===== src/zx_periph_pkg.sv =====
// shared definitions for the spi input subsystem
// spi command codes, record sizes, z80 port bytes and reset values

package zx_periph_pkg;

	// default depth of the spi pin synchronizer
	localparam int SYNC_STAGES_DEF = 2;

	// command byte, first byte of every spi frame
	typedef enum logic [7:0]
	{
		CMD_KBD    = 8'h10, // keyboard record, five bytes follow
		CMD_MUSX   = 8'h20,
		CMD_MUSY   = 8'h21,
		CMD_MUSBTN = 8'h22,
		CMD_KJ     = 8'h23  // kempston joystick, low five bits used
	} cmd_t;

	localparam int KBD_BYTES = 5;
	localparam int KBD_BITS  = 40; // 8 half-rows of 5 keys

	// low address bytes of the z80 ports
	localparam logic [7:0] PORT_KBD_LO = 8'hFE; // only bit 0 decoded
	localparam logic [7:0] PORT_KJ_LO  = 8'h1F;
	localparam logic [7:0] PORT_MUS_LO = 8'hDF;

	// register contents after reset
	localparam logic [7:0] MUS_RST = 8'hFF;
	localparam logic [4:0] KJ_RST  = 5'b00000;

	// key vector of all zeros means no key pressed
	localparam logic [KBD_BITS-1:0] KBD_RST = '0;

endpackage


===== src/periph_load_if.sv =====
// load path from the spi command controller to the register block
// payloads plus one strobe per destination register

interface periph_load_if
	import zx_periph_pkg::*;
();

	logic [7:0]          byte_data; // mouse and joystick payload
	logic [KBD_BITS-1:0] kbd_word;  // complete key vector

	// one cycle pulses, only while f0 is high
	logic kbd_stb;
	logic musx_stb;
	logic musy_stb;
	logic musbtn_stb;
	logic kj_stb;

	modport ctrl
	(
		output byte_data, kbd_word,
		output kbd_stb, musx_stb, musy_stb, musbtn_stb, kj_stb
	);

	modport regs
	(
		input byte_data, kbd_word,
		input kbd_stb, musx_stb, musy_stb, musbtn_stb, kj_stb
	);

endinterface


===== src/slave_spi_rx.sv =====
// spi slave receiver, mode 0, msb first
// pin synchronizers, sck and cs_n edge detect, byte assembly

module slave_spi_rx
#(
	parameter int SYNC_STAGES = 2
)
(
	input  logic       fclk,
	input  logic       rst_n,
	input  logic       spi_sck,
	input  logic       spi_mosi,
	input  logic       spi_cs_n,
	output logic [7:0] rx_byte,
	output logic       rx_stb,
	output logic       frame_start,
	output logic       frame_end
);

	logic [SYNC_STAGES-1:0] sck_sync, mosi_sync, cs_sync;

	logic sck_s, mosi_s, cs_s;
	logic sck_d, cs_d;     // one cycle later, for edges
	logic sck_rise, cs_fall, cs_rise;
	logic bit_in;          // sampling edge inside a frame
	logic byte_done;

	logic [2:0] bit_cnt;
	logic [7:0] shreg;

	assign sck_s  = sck_sync[SYNC_STAGES-1];
	assign mosi_s = mosi_sync[SYNC_STAGES-1];
	assign cs_s   = cs_sync[SYNC_STAGES-1];

	assign sck_rise = sck_s & ~sck_d;
	assign cs_fall  = ~cs_s & cs_d;
	assign cs_rise  = cs_s & ~cs_d;

	assign bit_in    = sck_rise & ~cs_s & ~cs_fall;
	assign byte_done = bit_in & (bit_cnt == 3'd7);

	always_ff @(posedge fclk or negedge rst_n)
	begin
		if (!rst_n)
		begin
			sck_sync    <= '0;
			mosi_sync   <= '0;
			cs_sync     <= '1; // idle: deselected
			sck_d       <= 1'b0;
			cs_d        <= 1'b1;
			bit_cnt     <= 3'd0;
			rx_stb      <= 1'b0;
			frame_start <= 1'b0;
			frame_end   <= 1'b0;
		end
		else
		begin
			sck_sync  <= {sck_sync[SYNC_STAGES-2:0], spi_sck};
			mosi_sync <= {mosi_sync[SYNC_STAGES-2:0], spi_mosi};
			cs_sync   <= {cs_sync[SYNC_STAGES-2:0], spi_cs_n};
			sck_d     <= sck_s;
			cs_d      <= cs_s;

			frame_start <= cs_fall;
			frame_end   <= cs_rise;
			rx_stb      <= byte_done;

			if (cs_fall)
				bit_cnt <= 3'd0;
			else if (bit_in)
				bit_cnt <= bit_cnt + 3'd1; // wraps after eight bits
		end
	end

	// shifter and output byte
	always_ff @(posedge fclk)
	begin
		if (bit_in)
			shreg <= {shreg[6:0], mosi_s};
		if (byte_done)
			rx_byte <= {shreg[6:0], mosi_s};
	end

endmodule


===== src/spi_cmd_ctrl.sv =====
// spi frame interpreter: command byte then payload
// keyboard record staging and f0 aligned load strobes

module spi_cmd_ctrl
	import zx_periph_pkg::*;
(
	input  logic       fclk,
	input  logic       rst_n,
	input  logic       f0,
	input  logic [7:0] rx_byte,
	input  logic       rx_stb,
	input  logic       frame_start,
	input  logic       frame_end,
	periph_load_if.ctrl ld
);

	typedef enum logic [1:0]
	{
		ST_IDLE,
		ST_CMD,
		ST_PAYLOAD,
		ST_DISCARD
	} state_t;

	localparam int IDX_W = $clog2(KBD_BYTES);
	localparam logic [IDX_W-1:0] IDX_LAST = IDX_W'(KBD_BYTES - 1);

	state_t state;
	cmd_t   cmd;
	cmd_t   pend_cmd;   // destination of the pending byte
	logic   pend_kbd;
	logic   pend_byte;

	logic [IDX_W-1:0]    idx; // keyboard byte number
	logic [KBD_BITS-1:0] stage;
	logic [KBD_BITS-1:0] kbd_q;
	logic [7:0]          byte_q;

	logic known_cmd;
	logic payload_stb;
	logic kbd_last;

	assign known_cmd = rx_byte inside {CMD_KBD, CMD_MUSX, CMD_MUSY, CMD_MUSBTN, CMD_KJ};

	// a frame edge in the same cycle wins over the byte
	assign payload_stb = rx_stb & (state == ST_PAYLOAD) & ~frame_start & ~frame_end;
	assign kbd_last    = (idx == IDX_LAST);

	always_ff @(posedge fclk or negedge rst_n)
	begin
		if (!rst_n)
		begin
			state     <= ST_IDLE;
			cmd       <= CMD_KBD;
			pend_cmd  <= CMD_KBD;
			idx       <= '0;
			pend_kbd  <= 1'b0;
			pend_byte <= 1'b0;
		end
		else
		begin
			if (f0)
			begin
				pend_kbd  <= 1'b0; // strobe went out this cycle
				pend_byte <= 1'b0;
			end

			if (frame_start)
				state <= ST_CMD; // partial record dropped
			else if (frame_end)
				state <= ST_IDLE;
			else if (rx_stb)
			begin
				case (state)
					ST_CMD:
					begin
						cmd   <= cmd_t'(rx_byte);
						idx   <= '0;
						state <= known_cmd ? ST_PAYLOAD : ST_DISCARD;
					end
					ST_PAYLOAD:
					begin
						if (cmd == CMD_KBD)
						begin
							idx <= idx + 1'b1;
							if (kbd_last)
							begin
								pend_kbd <= 1'b1;
								state    <= ST_DISCARD;
							end
						end
						else
						begin
							pend_byte <= 1'b1;
							pend_cmd  <= cmd;
							state     <= ST_DISCARD;
						end
					end
					default: ; // idle and discard ignore bytes
				endcase
			end
		end
	end

	// payload registers, kbd_q changes only on a full record
	always_ff @(posedge fclk)
	begin
		if (payload_stb)
		begin
			if (cmd == CMD_KBD)
			begin
				stage[idx*8 +: 8] <= rx_byte;
				if (kbd_last)
					kbd_q <= {rx_byte, stage[KBD_BITS-9:0]};
			end
			else
				byte_q <= rx_byte;
		end
	end

	assign ld.kbd_word   = kbd_q;
	assign ld.byte_data  = byte_q;
	assign ld.kbd_stb    = f0 & pend_kbd;
	assign ld.musx_stb   = f0 & pend_byte & (pend_cmd == CMD_MUSX);
	assign ld.musy_stb   = f0 & pend_byte & (pend_cmd == CMD_MUSY);
	assign ld.musbtn_stb = f0 & pend_byte & (pend_cmd == CMD_MUSBTN);
	assign ld.kj_stb     = f0 & pend_byte & (pend_cmd == CMD_KJ);

endmodule


===== src/kbd_mus_regs.sv =====
// key matrix, mouse and joystick registers
// half-row key data and mouse byte selected by the high address byte

module kbd_mus_regs
	import zx_periph_pkg::*;
(
	input  logic       fclk,
	input  logic       rst_n,
	periph_load_if.regs ld,
	input  logic [7:0] zah,
	output logic [4:0] kbd_data,
	output logic [7:0] mus_data,
	output logic [4:0] kj_data
);

	logic [KBD_BITS-1:0] kbd;
	logic [7:0] musx, musy, musbtn;
	logic [4:0] kj;

	logic [4:0] keys [8]; // one entry per half-row
	logic [4:0] kout;

	always_ff @(posedge fclk or negedge rst_n)
	begin
		if (!rst_n)
		begin
			kbd    <= KBD_RST;
			musx   <= MUS_RST;
			musy   <= MUS_RST;
			musbtn <= MUS_RST;
			kj     <= KJ_RST;
		end
		else
		begin
			if (ld.kbd_stb)
				kbd <= ld.kbd_word;
			if (ld.musx_stb)
				musx <= ld.byte_data;
			if (ld.musy_stb)
				musy <= ld.byte_data;
			if (ld.musbtn_stb)
				musbtn <= ld.byte_data;
			if (ld.kj_stb)
				kj <= ld.byte_data[4:0]; // fire and directions only
		end
	end

	// half-row r: bits r, r+8 .. r+32, bit r+32 lands in bit 0
	for (genvar r = 0; r < 8; r++)
	begin : g_row
		assign keys[r] = {kbd[r], kbd[r+8], kbd[r+16], kbd[r+24], kbd[r+32]};
	end

	// pressed key pulls its column low on every selected row
	always_comb
	begin
		kout = 5'b11111;
		for (int r = 0; r < 8; r++)
		begin
			if (!zah[r])
				kout = kout & ~keys[r];
		end
	end

	assign kbd_data = kout;

	// FADF buttons, FBDF x, FFDF y
	always_comb
	begin
		if (!zah[0])
			mus_data = musbtn;
		else if (!zah[2])
			mus_data = musx;
		else
			mus_data = musy;
	end

	assign kj_data = kj;

endmodule


===== src/zport_read_mux.sv =====
// z80 port read decode for keyboard, joystick and mouse
// combinational data and output enable

module zport_read_mux
	import zx_periph_pkg::*;
(
	input  logic [15:0] za,
	input  logic        iorq_rd,
	input  logic [4:0]  kbd_data,
	input  logic [7:0]  mus_data,
	input  logic [4:0]  kj_data,
	output logic [7:0]  zdata,
	output logic        zdata_oe
);

	logic [7:0] zal;
	logic       sel_kbd, sel_kj, sel_mus;

	assign zal = za[7:0];

	// #FE answers on any even address
	assign sel_kbd = (zal[0] == PORT_KBD_LO[0]);
	assign sel_kj  = (zal == PORT_KJ_LO);
	assign sel_mus = (zal == PORT_MUS_LO);

	always_comb
	begin
		zdata    = 8'h00;
		zdata_oe = 1'b0;

		if (iorq_rd)
		begin
			if (sel_kbd)
			begin
				// no tape input, bit 6 stays high
				zdata    = {3'b111, kbd_data};
				zdata_oe = 1'b1;
			end
			else if (sel_kj)
			begin
				zdata    = {3'b000, kj_data};
				zdata_oe = 1'b1;
			end
			else if (sel_mus)
			begin
				zdata    = mus_data;
				zdata_oe = 1'b1;
			end
		end
	end

endmodule


===== src/zkbd_top.sv =====
// input subsystem top: spi receiver, command controller,
// register block and z80 read mux

module zkbd_top
	import zx_periph_pkg::*;
#(
	parameter int SYNC_STAGES = SYNC_STAGES_DEF
)
(
	input  logic        fclk,
	input  logic        rst_n,
	input  logic        f0,
	input  logic        spi_sck,
	input  logic        spi_mosi,
	input  logic        spi_cs_n,
	input  logic [15:0] za,
	input  logic        iorq_rd,
	output logic [7:0]  zdata,
	output logic        zdata_oe
);

	logic [7:0] rx_byte;
	logic       rx_stb, frame_start, frame_end;
	logic [4:0] kbd_data, kj_data;
	logic [7:0] mus_data;

	periph_load_if ld ();

	slave_spi_rx #(
		.SYNC_STAGES(SYNC_STAGES)
	) slave_spi_rx_i (
		.fclk(fclk), .rst_n(rst_n),
		.spi_sck(spi_sck), .spi_mosi(spi_mosi), .spi_cs_n(spi_cs_n),
		.rx_byte(rx_byte), .rx_stb(rx_stb),
		.frame_start(frame_start), .frame_end(frame_end)
	);

	spi_cmd_ctrl spi_cmd_ctrl_i (
		.fclk(fclk), .rst_n(rst_n), .f0(f0),
		.rx_byte(rx_byte), .rx_stb(rx_stb),
		.frame_start(frame_start), .frame_end(frame_end),
		.ld(ld.ctrl)
	);

	kbd_mus_regs kbd_mus_regs_i (
		.fclk(fclk), .rst_n(rst_n),
		.ld(ld.regs),
		.zah(za[15:8]), // half-row select and mouse port
		.kbd_data(kbd_data), .mus_data(mus_data), .kj_data(kj_data)
	);

	zport_read_mux zport_read_mux_i (
		.za(za), .iorq_rd(iorq_rd),
		.kbd_data(kbd_data), .mus_data(mus_data), .kj_data(kj_data),
		.zdata(zdata), .zdata_oe(zdata_oe)
	);

endmodule


===== config.mk =====
export PLATFORM = sky130hd
export DESIGN_NAME = zkbd_top
export DESIGN_NICKNAME = d
export VERILOG_FILES = /design/src/zx_periph_pkg.sv /design/src/periph_load_if.sv /design/src/slave_spi_rx.sv /design/src/spi_cmd_ctrl.sv /design/src/kbd_mus_regs.sv /design/src/zport_read_mux.sv /design/src/zkbd_top.sv
export SDC_FILE = /design/constraint.sdc
export NUM_CORES = 1
export LEC_CHECK = 0
export ABC_AREA = 1
export BUFFER_PORTS_ARGS = -buffer_cell sky130_fd_sc_hd__buf_2
export CORE_ASPECT_RATIO = 0.75
export CORE_MARGIN = 5
export CORE_UTILIZATION = 49
export DETAILED_ROUTE_END_ITERATION = 16
export PLACE_DENSITY = 0.66
export SLEW_MARGIN = 15
export SYNTH_ARGS = -nofsm -noshare
export SYNTH_HDL_FRONTEND = slang
export SYNTH_HIERARCHICAL = 1
export SYNTH_SLANG_ARGS = --single-unit
export TNS_END_PERCENT = 50

===== constraint.sdc =====
create_clock -name fclk -period 4.39 [get_ports fclk]
set_input_delay 0.439 -clock fclk [delete_from_list [all_inputs] [get_ports fclk]]
set_output_delay 0.439 -clock fclk [all_outputs]
set_load 0.02 [all_outputs]

; ---- Word level (Yosys, flattened, before mapping)
; Index checks and enable logic that the tools add are counted.
[word_totals]
latchBits = 0
ff_bits = 209
n_memories = 0
mem_bits_ro = 0
out_inout_bits = 9
input_bits = 23
ram_bits = 0
[classes]
n_mux = 43
bitwise = 37
add_sub_neg = 3
n_lt_le_gt_ge = 0
reduce_logical = 12
eq_ne = 18
mul = 0
n_shift = 2
div_mod_pow = 0
[op_table]
columns = cell, n
row1 = equality test 8 x 6 -> 1 bit (second input constant), 8
row2 = two-way mux 8 bit, 6
row3 = bitwise mux 40 bit, 1
row4 = two-way mux 5 bit, 8
row5 = inverter 5 bit, 8
row6 = variable shift 8 x 34 -> 40 bit (first input constant), 1
row7 = indexed part select 8 x 34 -> 40 bit, 1
row8 = bitwise AND 5 bit, 7
row9 = negator 6 -> 34 bit, 1
row10 = equality test 8 x 5 -> 1 bit (second input constant), 3
row11 = two-way mux 1 bit, 18
row12 = bitwise AND 1 bit, 15
row13 = two-way mux 2 bit, 5
row14 = AND reduction 5 bit, 2
row15 = two-way mux 3 bit, 3
row16 = equality test 8 bit (second input constant), 1
row17 = inverter 1 bit, 7
row18 = adder 3 x 1 -> 3 bit (second input constant), 2
row19 = equality test 3 bit (second input constant), 2
row20 = one-hot mux 3 bit (2 select lines), 1
row21 = AND reduction 3 bit, 2
row22 = != test 5 x 4 -> 1 bit (second input constant), 1
row23 = nonzero test 5 bit, 1
row24 = one-hot mux 2 bit (2 select lines), 1
row25 = 8 further kinds, 10

; ---- Logic depth before layout (Yosys ltp)
; Gate-level depths: netlist of run 1.
[logic_depth]
word_depth = 18
mapped_depth = 11

; ---- Hierarchy
; Netlist of run 1, hierarchy kept.
[modules_own_cells]
columns = module, instances, cells_per_inst, area_each_um2, seq_area_each_um2
row1 = spi_cmd_ctrl, 1, 296, 4023.9, 2980.4
row2 = kbd_mus_regs, 1, 290, 3111.7, 1756.7
row3 = slave_spi_rx, 1, 51, 927.1, 804.5
row4 = zport_read_mux, 1, 57, 287.8, 0.0

; ---- Least setup slack after synthesis of run 1
; OpenSTA, ideal clock, no wires.
[synth_path]
path_type = flip-flop to flip-flop
startpoint = register spi_cmd_ctrl_i.state[0]
endpoint = register spi_cmd_ctrl_i.kbd_q[0], in the netlist spi_cmd_ctrl_i/ld.kbd_word[0] (enable)
t_required_ns = 3.953
path_buffers = 0
arrival_ns = 2.630
setup_slack_ns = 1.322
setup_ns = 0.437
stages_incl_launch_ff = 7
path_cell_list = dfrtp_1 > inv_1 > ha_1 > nand3_2 > clkinv_4 > nand3_4 > nor2_1
[synth_between]
elab_chain_cells = 5
[synth_rtl]
columns = element, line_no
row1 = "start, declared", spi_cmd_ctrl.sv:28  ; state_t state;
row2 = "start signal, assigned", spi_cmd_ctrl.sv:79  ; state <= known_cmd ? ST_PAYLOAD : ST_DISCARD;
row3 = equality test 2 bit, spi_cmd_ctrl.sv:46  ; assign payload_stb = rx_stb & (state == ST_PAYLOAD) & ~frame_start & ~frame_end;
row4 = bitwise AND 1 bit (3 in a row), spi_cmd_ctrl.sv:46
row5 = AND reduction 3 bit (no line), --
row6 = "end signal, assigned", spi_cmd_ctrl.sv:114  ; kbd_q <= {rx_byte, stage[KBD_BITS-9:0]};
row7 = "end, declared", spi_cmd_ctrl.sv:36  ; logic [KBD_BITS-1:0] kbd_q;
; No other way between the ends.
; A chain may end at the register's enable or synchronous reset.

==> metrics.cfg, run 1 <==
[clock_network]
hold_buffers = 0
numClockSinks = 201
clockRootBuffer = clkbuf_16
clk_path_buf_depth = 3
cts.clk_slew.worst_paths_ns = 0.07
postCtsSetupRepairBufs = 0
cts-htree-levels = 1
clkLatencyLatePin_ns = 0.49
numCtsBuffers = 20
cts_tree = done
postCtsResizedCells = 0

[setup_path]
crit_path_max_incr_delay_ns = 0.59
slowest_stage = dfrtp_1
startpoint_type = register
arrival_ns = 2.73
crit_type = reg2reg
worst-path-buf-inv = 1
timing.rr.end = spi_cmd_ctrl_i/stage[4]
crit_family = simple AND/OR/NAND/NOR gates
r2r.worst_path.cells = 6
crit_chain = inv_1, ha_1, ha_1, nor2_1, nand3b_1, nor2_1
crit_fanout = 14
r2r_start = spi_cmd_ctrl_i/idx[0]
r2r_setup_slack_ns = 1.77
endpoint_kind = register
cp_data_required_time_ns = 4.50

[sta]
finalClockSkew_ns = 0.01250
maxSlewViolCount = 0
rsz0062_at_grt = no
setup_tns_ns = 0
min_period_ns = 2.619
hold_viol = 0
fmax_ghz = 0.3819
postLayoutSetupSlackWorst_ns = 1.771
tightest_slew_ns = 1.098
min_period_over_period_pct = 59.65
setup_viol = 0
slew_headroom_pct = 26.63

[synthesis]
synth_edf_count = 95
postSynthCellCount = 694
ys_ff_latch = 201
synth_commonest_cells = nand2_1 (138), edfxtp_1 (95), inv_1 (79)
synthFlopType = edfxtp_1
synth-async-reset-ratio_pct = 52.74
yosys_warnings = 6
synth_top_cell_area_share_pct = 34.16
ys_types = 35
yosysMostFrequentCell = nand2_1
syn-num-nets = 728
synth_area_sq_um = 8351
synth_top_area_cell = edfxtp_1
synth_area_leaders = edfxtp_1 (34%), dfrtp_1 (23%), dfstp_2 (9.1%)
seq_area_frac_synth_pct = 66.36
syn_area_per_cell_sq_um = 12.03

[die]
die_w_um = 160.7
fp.dieH_um = 123.1
io_pins = 32
rows = 41
dieArea_sq_um = 19780
coreArea_sq_um = 16770
initial_core_util_pct = 49.78

[finish]
diodes = 0
nFillCells = 1378
nets = 769
final_util_pct = 56.25
drive_gt1_share_pct = 27.24
final_area_sq_um = 9435
area_growth_pct = 12.99
final_cell_count_no_fill = 964

[global_route]
top_usage_layer = met1
grt_pass1_vias = 4853
grt_max_degree = 69
grt_util_met1_pct = 25.23
grt_use_met2_pct = 24.89
antenna_found_initial = 0
gr-total-overflow = 0
grt_pass1_wl_um = 25940
met3_usage_pct = 2.999
grt_use_total_pct = 16.63

[place]
hpwl_um = 11270
gp_congestion = 0.8414
detailed_place.area_sq_um = 8697
pre_cts_slack_ns = 1.823
port_buffers = 31
post-place-cells = 928

[route]
post_drt_wl_per_cell_um = 16.41
wl_um = 15820
dr.pass1.iters = 5
viasPerCell = 5.065
drtIter0Drc = 469
drtAntennaViolNets = 0
drc = 0
vias = 4883

[status]
status = finished clean

[flow_run]
cap_violations = 0

[pwr]
p_leak_nw = 3.911
ir_drop_uv = 301.0
power_density_nw_per_um2 = 430.9

[worst_hold_path]
hold_class = in2async

[how the worst max path moves through the flow]
stage	startpoint	to	slack, ns	depth (start not counted)
finish	spi_cmd_ctrl_i/idx[0]	spi_cmd_ctrl_i/stage[4]	1.77	6
global route	spi_cmd_ctrl_i/idx[0]	spi_cmd_ctrl_i/stage[7]	1.58	6
CTS	spi_cmd_ctrl_i/idx[0]	spi_cmd_ctrl_i/stage[0]	1.80	6
detailed placement	spi_cmd_ctrl_i/idx[0]	spi_cmd_ctrl_i/stage[3]	1.82	6
global placement	spi_cmd_ctrl_i/idx[0]	spi_cmd_ctrl_i/stage[2]	1.98	6
floorplan	spi_cmd_ctrl_i/state[0]	spi_cmd_ctrl_i/ld.kbd_word[0]	1.32	6
[state kept, by name, summed over array words and instances (netlist names), 3 cells and up]
signal                       cells
kbd_mus_regs_i/kbd              40
kbd_mus_regs_i/kj_data           5
kbd_mus_regs_i/musbtn            8
kbd_mus_regs_i/musx              8
kbd_mus_regs_i/musy              8
slave_spi_rx_i/bit_cnt           3
slave_spi_rx_i/rx_byte           8
slave_spi_rx_i/shreg             7
spi_cmd_ctrl_i/cmd               8
spi_cmd_ctrl_i/idx               3
spi_cmd_ctrl_i/ld.byte_data      8
spi_cmd_ctrl_i/ld.kbd_word      40
spi_cmd_ctrl_i/pend_cmd          8
spi_cmd_ctrl_i/stage            32
[power by group]
part	total [mW]	internal (mW)	switching [mW]
logic	0.163	0.0651	0.0975
registers	2.03	2.00	0.0239
clock network	1.87	1.17	0.705
[layer usage]
layer	wire, um	share of wire, %	up-vias
met2	6966	44	113
met3	708	4.5	24
li1	-	-	2375
met5	0	0	-
met1	7834	50	2371
met4	310	2.0	0
[cells by family after synthesis]
group,count (synthesis),synth area share [%]
AO/OA/AOI/OAI,47,3.281
XOR/XNOR,1,0.1049
adder cells (fa/ha/maj),11,1.648
buffers and inverters,102,5.244
flip-flops,201,66.36
multiplexers,61,8.226
AND/OR/NAND/NOR,271,15.13
[layout make-up]
cell class	instances	area, sq um	area share [%]
well taps	215	269.0	2.851
flip-flops and latches	201	5542	58.73
multi-input cells	391	2379	25.21
repair buffers	33	172.7	1.830
inverters	88	335.3	3.554
clock inverters	15	212.7	2.254
clock buffers	21	525.5	5.570
[stage by stage]
stage          total power, mW  hold WS (ns)
6_report                 4.066       0.04227
5_1_grt                  4.223       0.04408
4_1_cts                  4.108       0.04634
3_5_place_dp             2.231        0.3403
3_3_place_gp             2.222        0.3376
2_1_floorplan            2.163        0.1434
[worst reg2reg max path, stage by stage (launching register included)]
cell and delay, ns:
dfrtp_1 0.59, inv_1 0.18, ha_1 0.25, ha_1 0.30
nor2_1 0.13, nand3b_1 0.25, nor2_1 0.55
[cell usage in the layout, fill, tap and decap left out, types with 4 or more instances in the layout]
cell type,n
dfrtp_1,77
bufinv_16,5
clkbuf_16,21
nor2_1,54
nor3_1,7
nor2_2,5
mux2_2,61
nand2_2,12
nand2_1,138
o21ai_2,7
edfxtp_1,95
inv_1,79
o21ai_0,26
dfstp_2,29
ha_1,11
nand3_1,33
inv_2,8
o22ai_1,8
nor2_4,4
buf_2,30
No activity file was read; power rests on OpenSTA's default activity.
==> run 2: changes to the inputs <==
--- a/config.mk
+++ b/config.mk
@@ -11,7 +11,7 @@
 export CORE_MARGIN = 5
 export CORE_UTILIZATION = 49
 export DETAILED_ROUTE_END_ITERATION = 16
-export PLACE_DENSITY = 0.66
+export PLACE_DENSITY = 0.68
 export SLEW_MARGIN = 15
 export SYNTH_ARGS = -nofsm -noshare
 export SYNTH_HDL_FRONTEND = slang
==> constraint.sdc (replaced) <==
create_clock -name fclk -period 2.4 [get_ports fclk]
set_input_delay 0.24 -clock fclk [delete_from_list [all_inputs] [get_ports fclk]]
set_output_delay 0.24 -clock fclk [all_outputs]
set_load 0.02 [all_outputs]
==> run 2 against run 1 <==
Effect of this change:
- via count rose by 2.3%
- maximum frequency up 21%
- design area is 0.80% higher
- routed wire length rose by 1.6%
- global-route usage grew 0.50 points
- utilization up 0.45 points
- worst setup slack worse by 1.5 ns
- first-iteration DRC count shrank 13%
- clock skew grew 0.0010 ns
- non-clock buffer count rose by 13
- largest cell class unchanged
==> metrics.cfg, run 2 (synthesized netlist as in run 1, its figures left out) <==
[setup_path]
r2r_setup_slack_ns = 0.24  ; -1.53 ns
slowest_stage = nor2_1
crit_fanout = 8  ; -6
cp_data_required_time_ns = 2.52  ; -1.98 ns
crit_path_max_incr_delay_ns = 0.50  ; -0.09 ns
endpoint_kind = register
crit_type = reg2reg
crit_chain = inv_1, ha_1, ha_1, nand2_1, inv_1, nand2_1, nor2_1
startpoint_type = register
arrival_ns = 2.27  ; -0.46 ns

[pwr]
total_power_mw = 7.256  ; +78%
power_density_nw_per_um2 = 763.0  ; +77%
seq_power_share_pct = 51.1  ; +1.2 points
p_int_mw = 5.749  ; +77%
p_sw_mw = 1.507  ; +82%
ir_drop_uv = 569.2  ; +89%
power_frac_clock_pct = 44.6  ; -1.5 points
swShare_pct = 20.77  ; +0.45 points
p_leak_nw = 3.958  ; +1.2%
pwr-share-comb_pct = 4.3  ; +0.3 points

[route]
wl_um = 16070  ; +1.6%
drc = 0  ; unchanged
viasPerCell = 5.113  ; +0.93%
drtAntennaViolNets = 0  ; unchanged
drtIter0Drc = 407  ; -13%
vias = 4995  ; +2.3%
post_drt_wl_per_cell_um = 16.44  ; +0.21%
dr.pass1.iters = 6  ; +1

[sta]
finalClockSkew_ns = 0.01351  ; +0.001011 ns
postLayoutSetupSlackWorst_ns = 0.2437  ; -1.528 ns
tightest_slew_ns = 0.6997  ; -0.3983 ns
maxSlewViolCount = 0  ; unchanged
min_period_over_period_pct = 89.85  ; +30 points
slew_headroom_pct = 53.18  ; +27 points
timing.hold.ws_ns = 0.07956  ; +0.03729 ns
hold_viol = 0  ; unchanged
fmax_ghz = 0.4638  ; +21%
setup_viol = 0  ; unchanged
min_period_ns = 2.156  ; -0.4622 ns
setup_tns_ns = 0  ; unchanged
rsz0062_at_grt = no

[clock_network]
cts_tree = done
cts-htree-levels = 1  ; unchanged
cts.clk_slew.worst_paths_ns = 0.06  ; about the same
numClockSinks = 201  ; unchanged
numCtsBuffers = 20  ; unchanged
postCtsSetupRepairBufs = 0  ; unchanged
clockRootBuffer = clkbuf_16
clk_path_buf_depth = 3  ; unchanged
clkLatencyLatePin_ns = 0.49  ; about the same

[worst_hold_path]
hold_class = in2reg

[place]
pre_cts_slack_ns = 0.2923  ; -1.530 ns
port_buffers = 31  ; unchanged
gp_congestion = 0.8630  ; +2.6%
hpwl_um = 11440  ; +1.5%
post-place-cells = 937  ; +0.97%

[global_route]
gr-total-overflow = 0  ; unchanged
antenna_found_initial = 1  ; +1
grt_use_total_pct = 17.13  ; +0.50 points
grt_pass1_wl_um = 26800  ; +3.3%
grt_pass1_vias = 5128  ; +5.7%
grt_max_degree = 48  ; -30%

[finish]
seqCellArea_sq_um = 5542  ; unchanged
multi_input_area_sq_um = 2379  ; unchanged
layout_commonest_cell = nand2_1
drive_gt1_share_pct = 28.08  ; +0.85 points
nFillCells = 1358  ; -1.5%
area_growth_pct = 13.89
final_cell_count_no_fill = 977  ; +1.3%
nets = 782  ; +1.7%
diodes = 0  ; unchanged
final_cell_mix = nand2_1 (138), edfxtp_1 (95), inv_1 (79)

[die]
io_pins = 32  ; unchanged
die_w_um = 160.7  ; unchanged
initial_core_util_pct = 49.78  ; unchanged
dieArea_sq_um = 19780  ; unchanged
fp.dieH_um = 123.1  ; unchanged
rows = 41  ; unchanged
coreArea_sq_um = 16770  ; unchanged

[flow_run]
cap_violations = 0  ; unchanged

[status]
status = finished clean

## run 2: changes by cell type in the layout (fill, tap and decap cells not counted)
cell,change
bufinv_16,-2
clkbuf_1,+1
buf_4,+8
clkinv_2,+3
buf_12,+1
dlygate4sd3_1,+4
clkinv_4,-2
clkinvlp_4,+1
clkbuf_8,+1
clkinv_1,-2
## run 2: path summary, 6_finish.rpt
| path | from | endpoint | depth (start not counted) |
|---|---|---|---|
| min in group asynchronous | rst_n | kbd_mus_regs_i/kbd[12] | 2 |
| worst max-delay path | spi_cmd_ctrl_i/idx[1] | spi_cmd_ctrl_i/stage[28] | 7 |
| worst min-delay path | f0 | spi_cmd_ctrl_i/pend_byte | 4 |
| worst max register to register | spi_cmd_ctrl_i/idx[1] | spi_cmd_ctrl_i/stage[28] | 7 |
| worst min register to register | slave_spi_rx_i/sck_sync[0] | slave_spi_rx_i/sck_sync[1] | 0 |
| max in group asynchronous | rst_n | kbd_mus_regs_i/musy[3] | 3 |
## run 2: cell type report
cell class	count	share of cell area [%]
flip-flops and latches	201	58.27
repair buffers	46	3.079
inverters	88	3.526
clock inverters	13	1.579
clock buffers	23	5.710
multi-input cells	391	25.01
well taps	215	2.829
## run 2: metrics by stage
stage | area [sq um] | util, %
after CTS | 9510 | 56.69
final | 9510 | 56.69
after global routing | 9510 | 56.69
after floorplan | 8353 | -
after detailed placement | 8777 | 52.32
after global placement | 8777 | 52.32
## run 2: layer usage
metal  global-route usage (%)  vias up  routed length, um
li1                         -     2405                  -
met1                    24.60     2415               7396
met2                    26.69      149               7281
met3                    4.265       26               1051
met4                    4.156        0                337
met5                        0        -                  0
## run 2: power groups by stage
stage               combinational, mW  sequential, mW  clock (mW)
finish                          0.309            3.71        3.24
floorplan                       0.193            3.76           0
global placement                0.297            3.77           0
CTS                             0.314            3.71        3.32
global route                    0.357            3.72        3.48
detailed placement              0.308            3.78           0
## run 2: what timing repair did
action,in CTS,in global routing
resized for setup,0,0
hold buffers,4,0
endpoints found under the setup margin,0,0
endpoints found under the hold margin,41,0
## run 2: critical path, delay by kind of cell, from the launching register on
kind,cells,cell delay [ns]
adder cells (fa/ha/maj),2,0.52
AND/OR/NAND/NOR,3,0.65
flip-flops,1,0.40
buffers and inverters,2,0.22
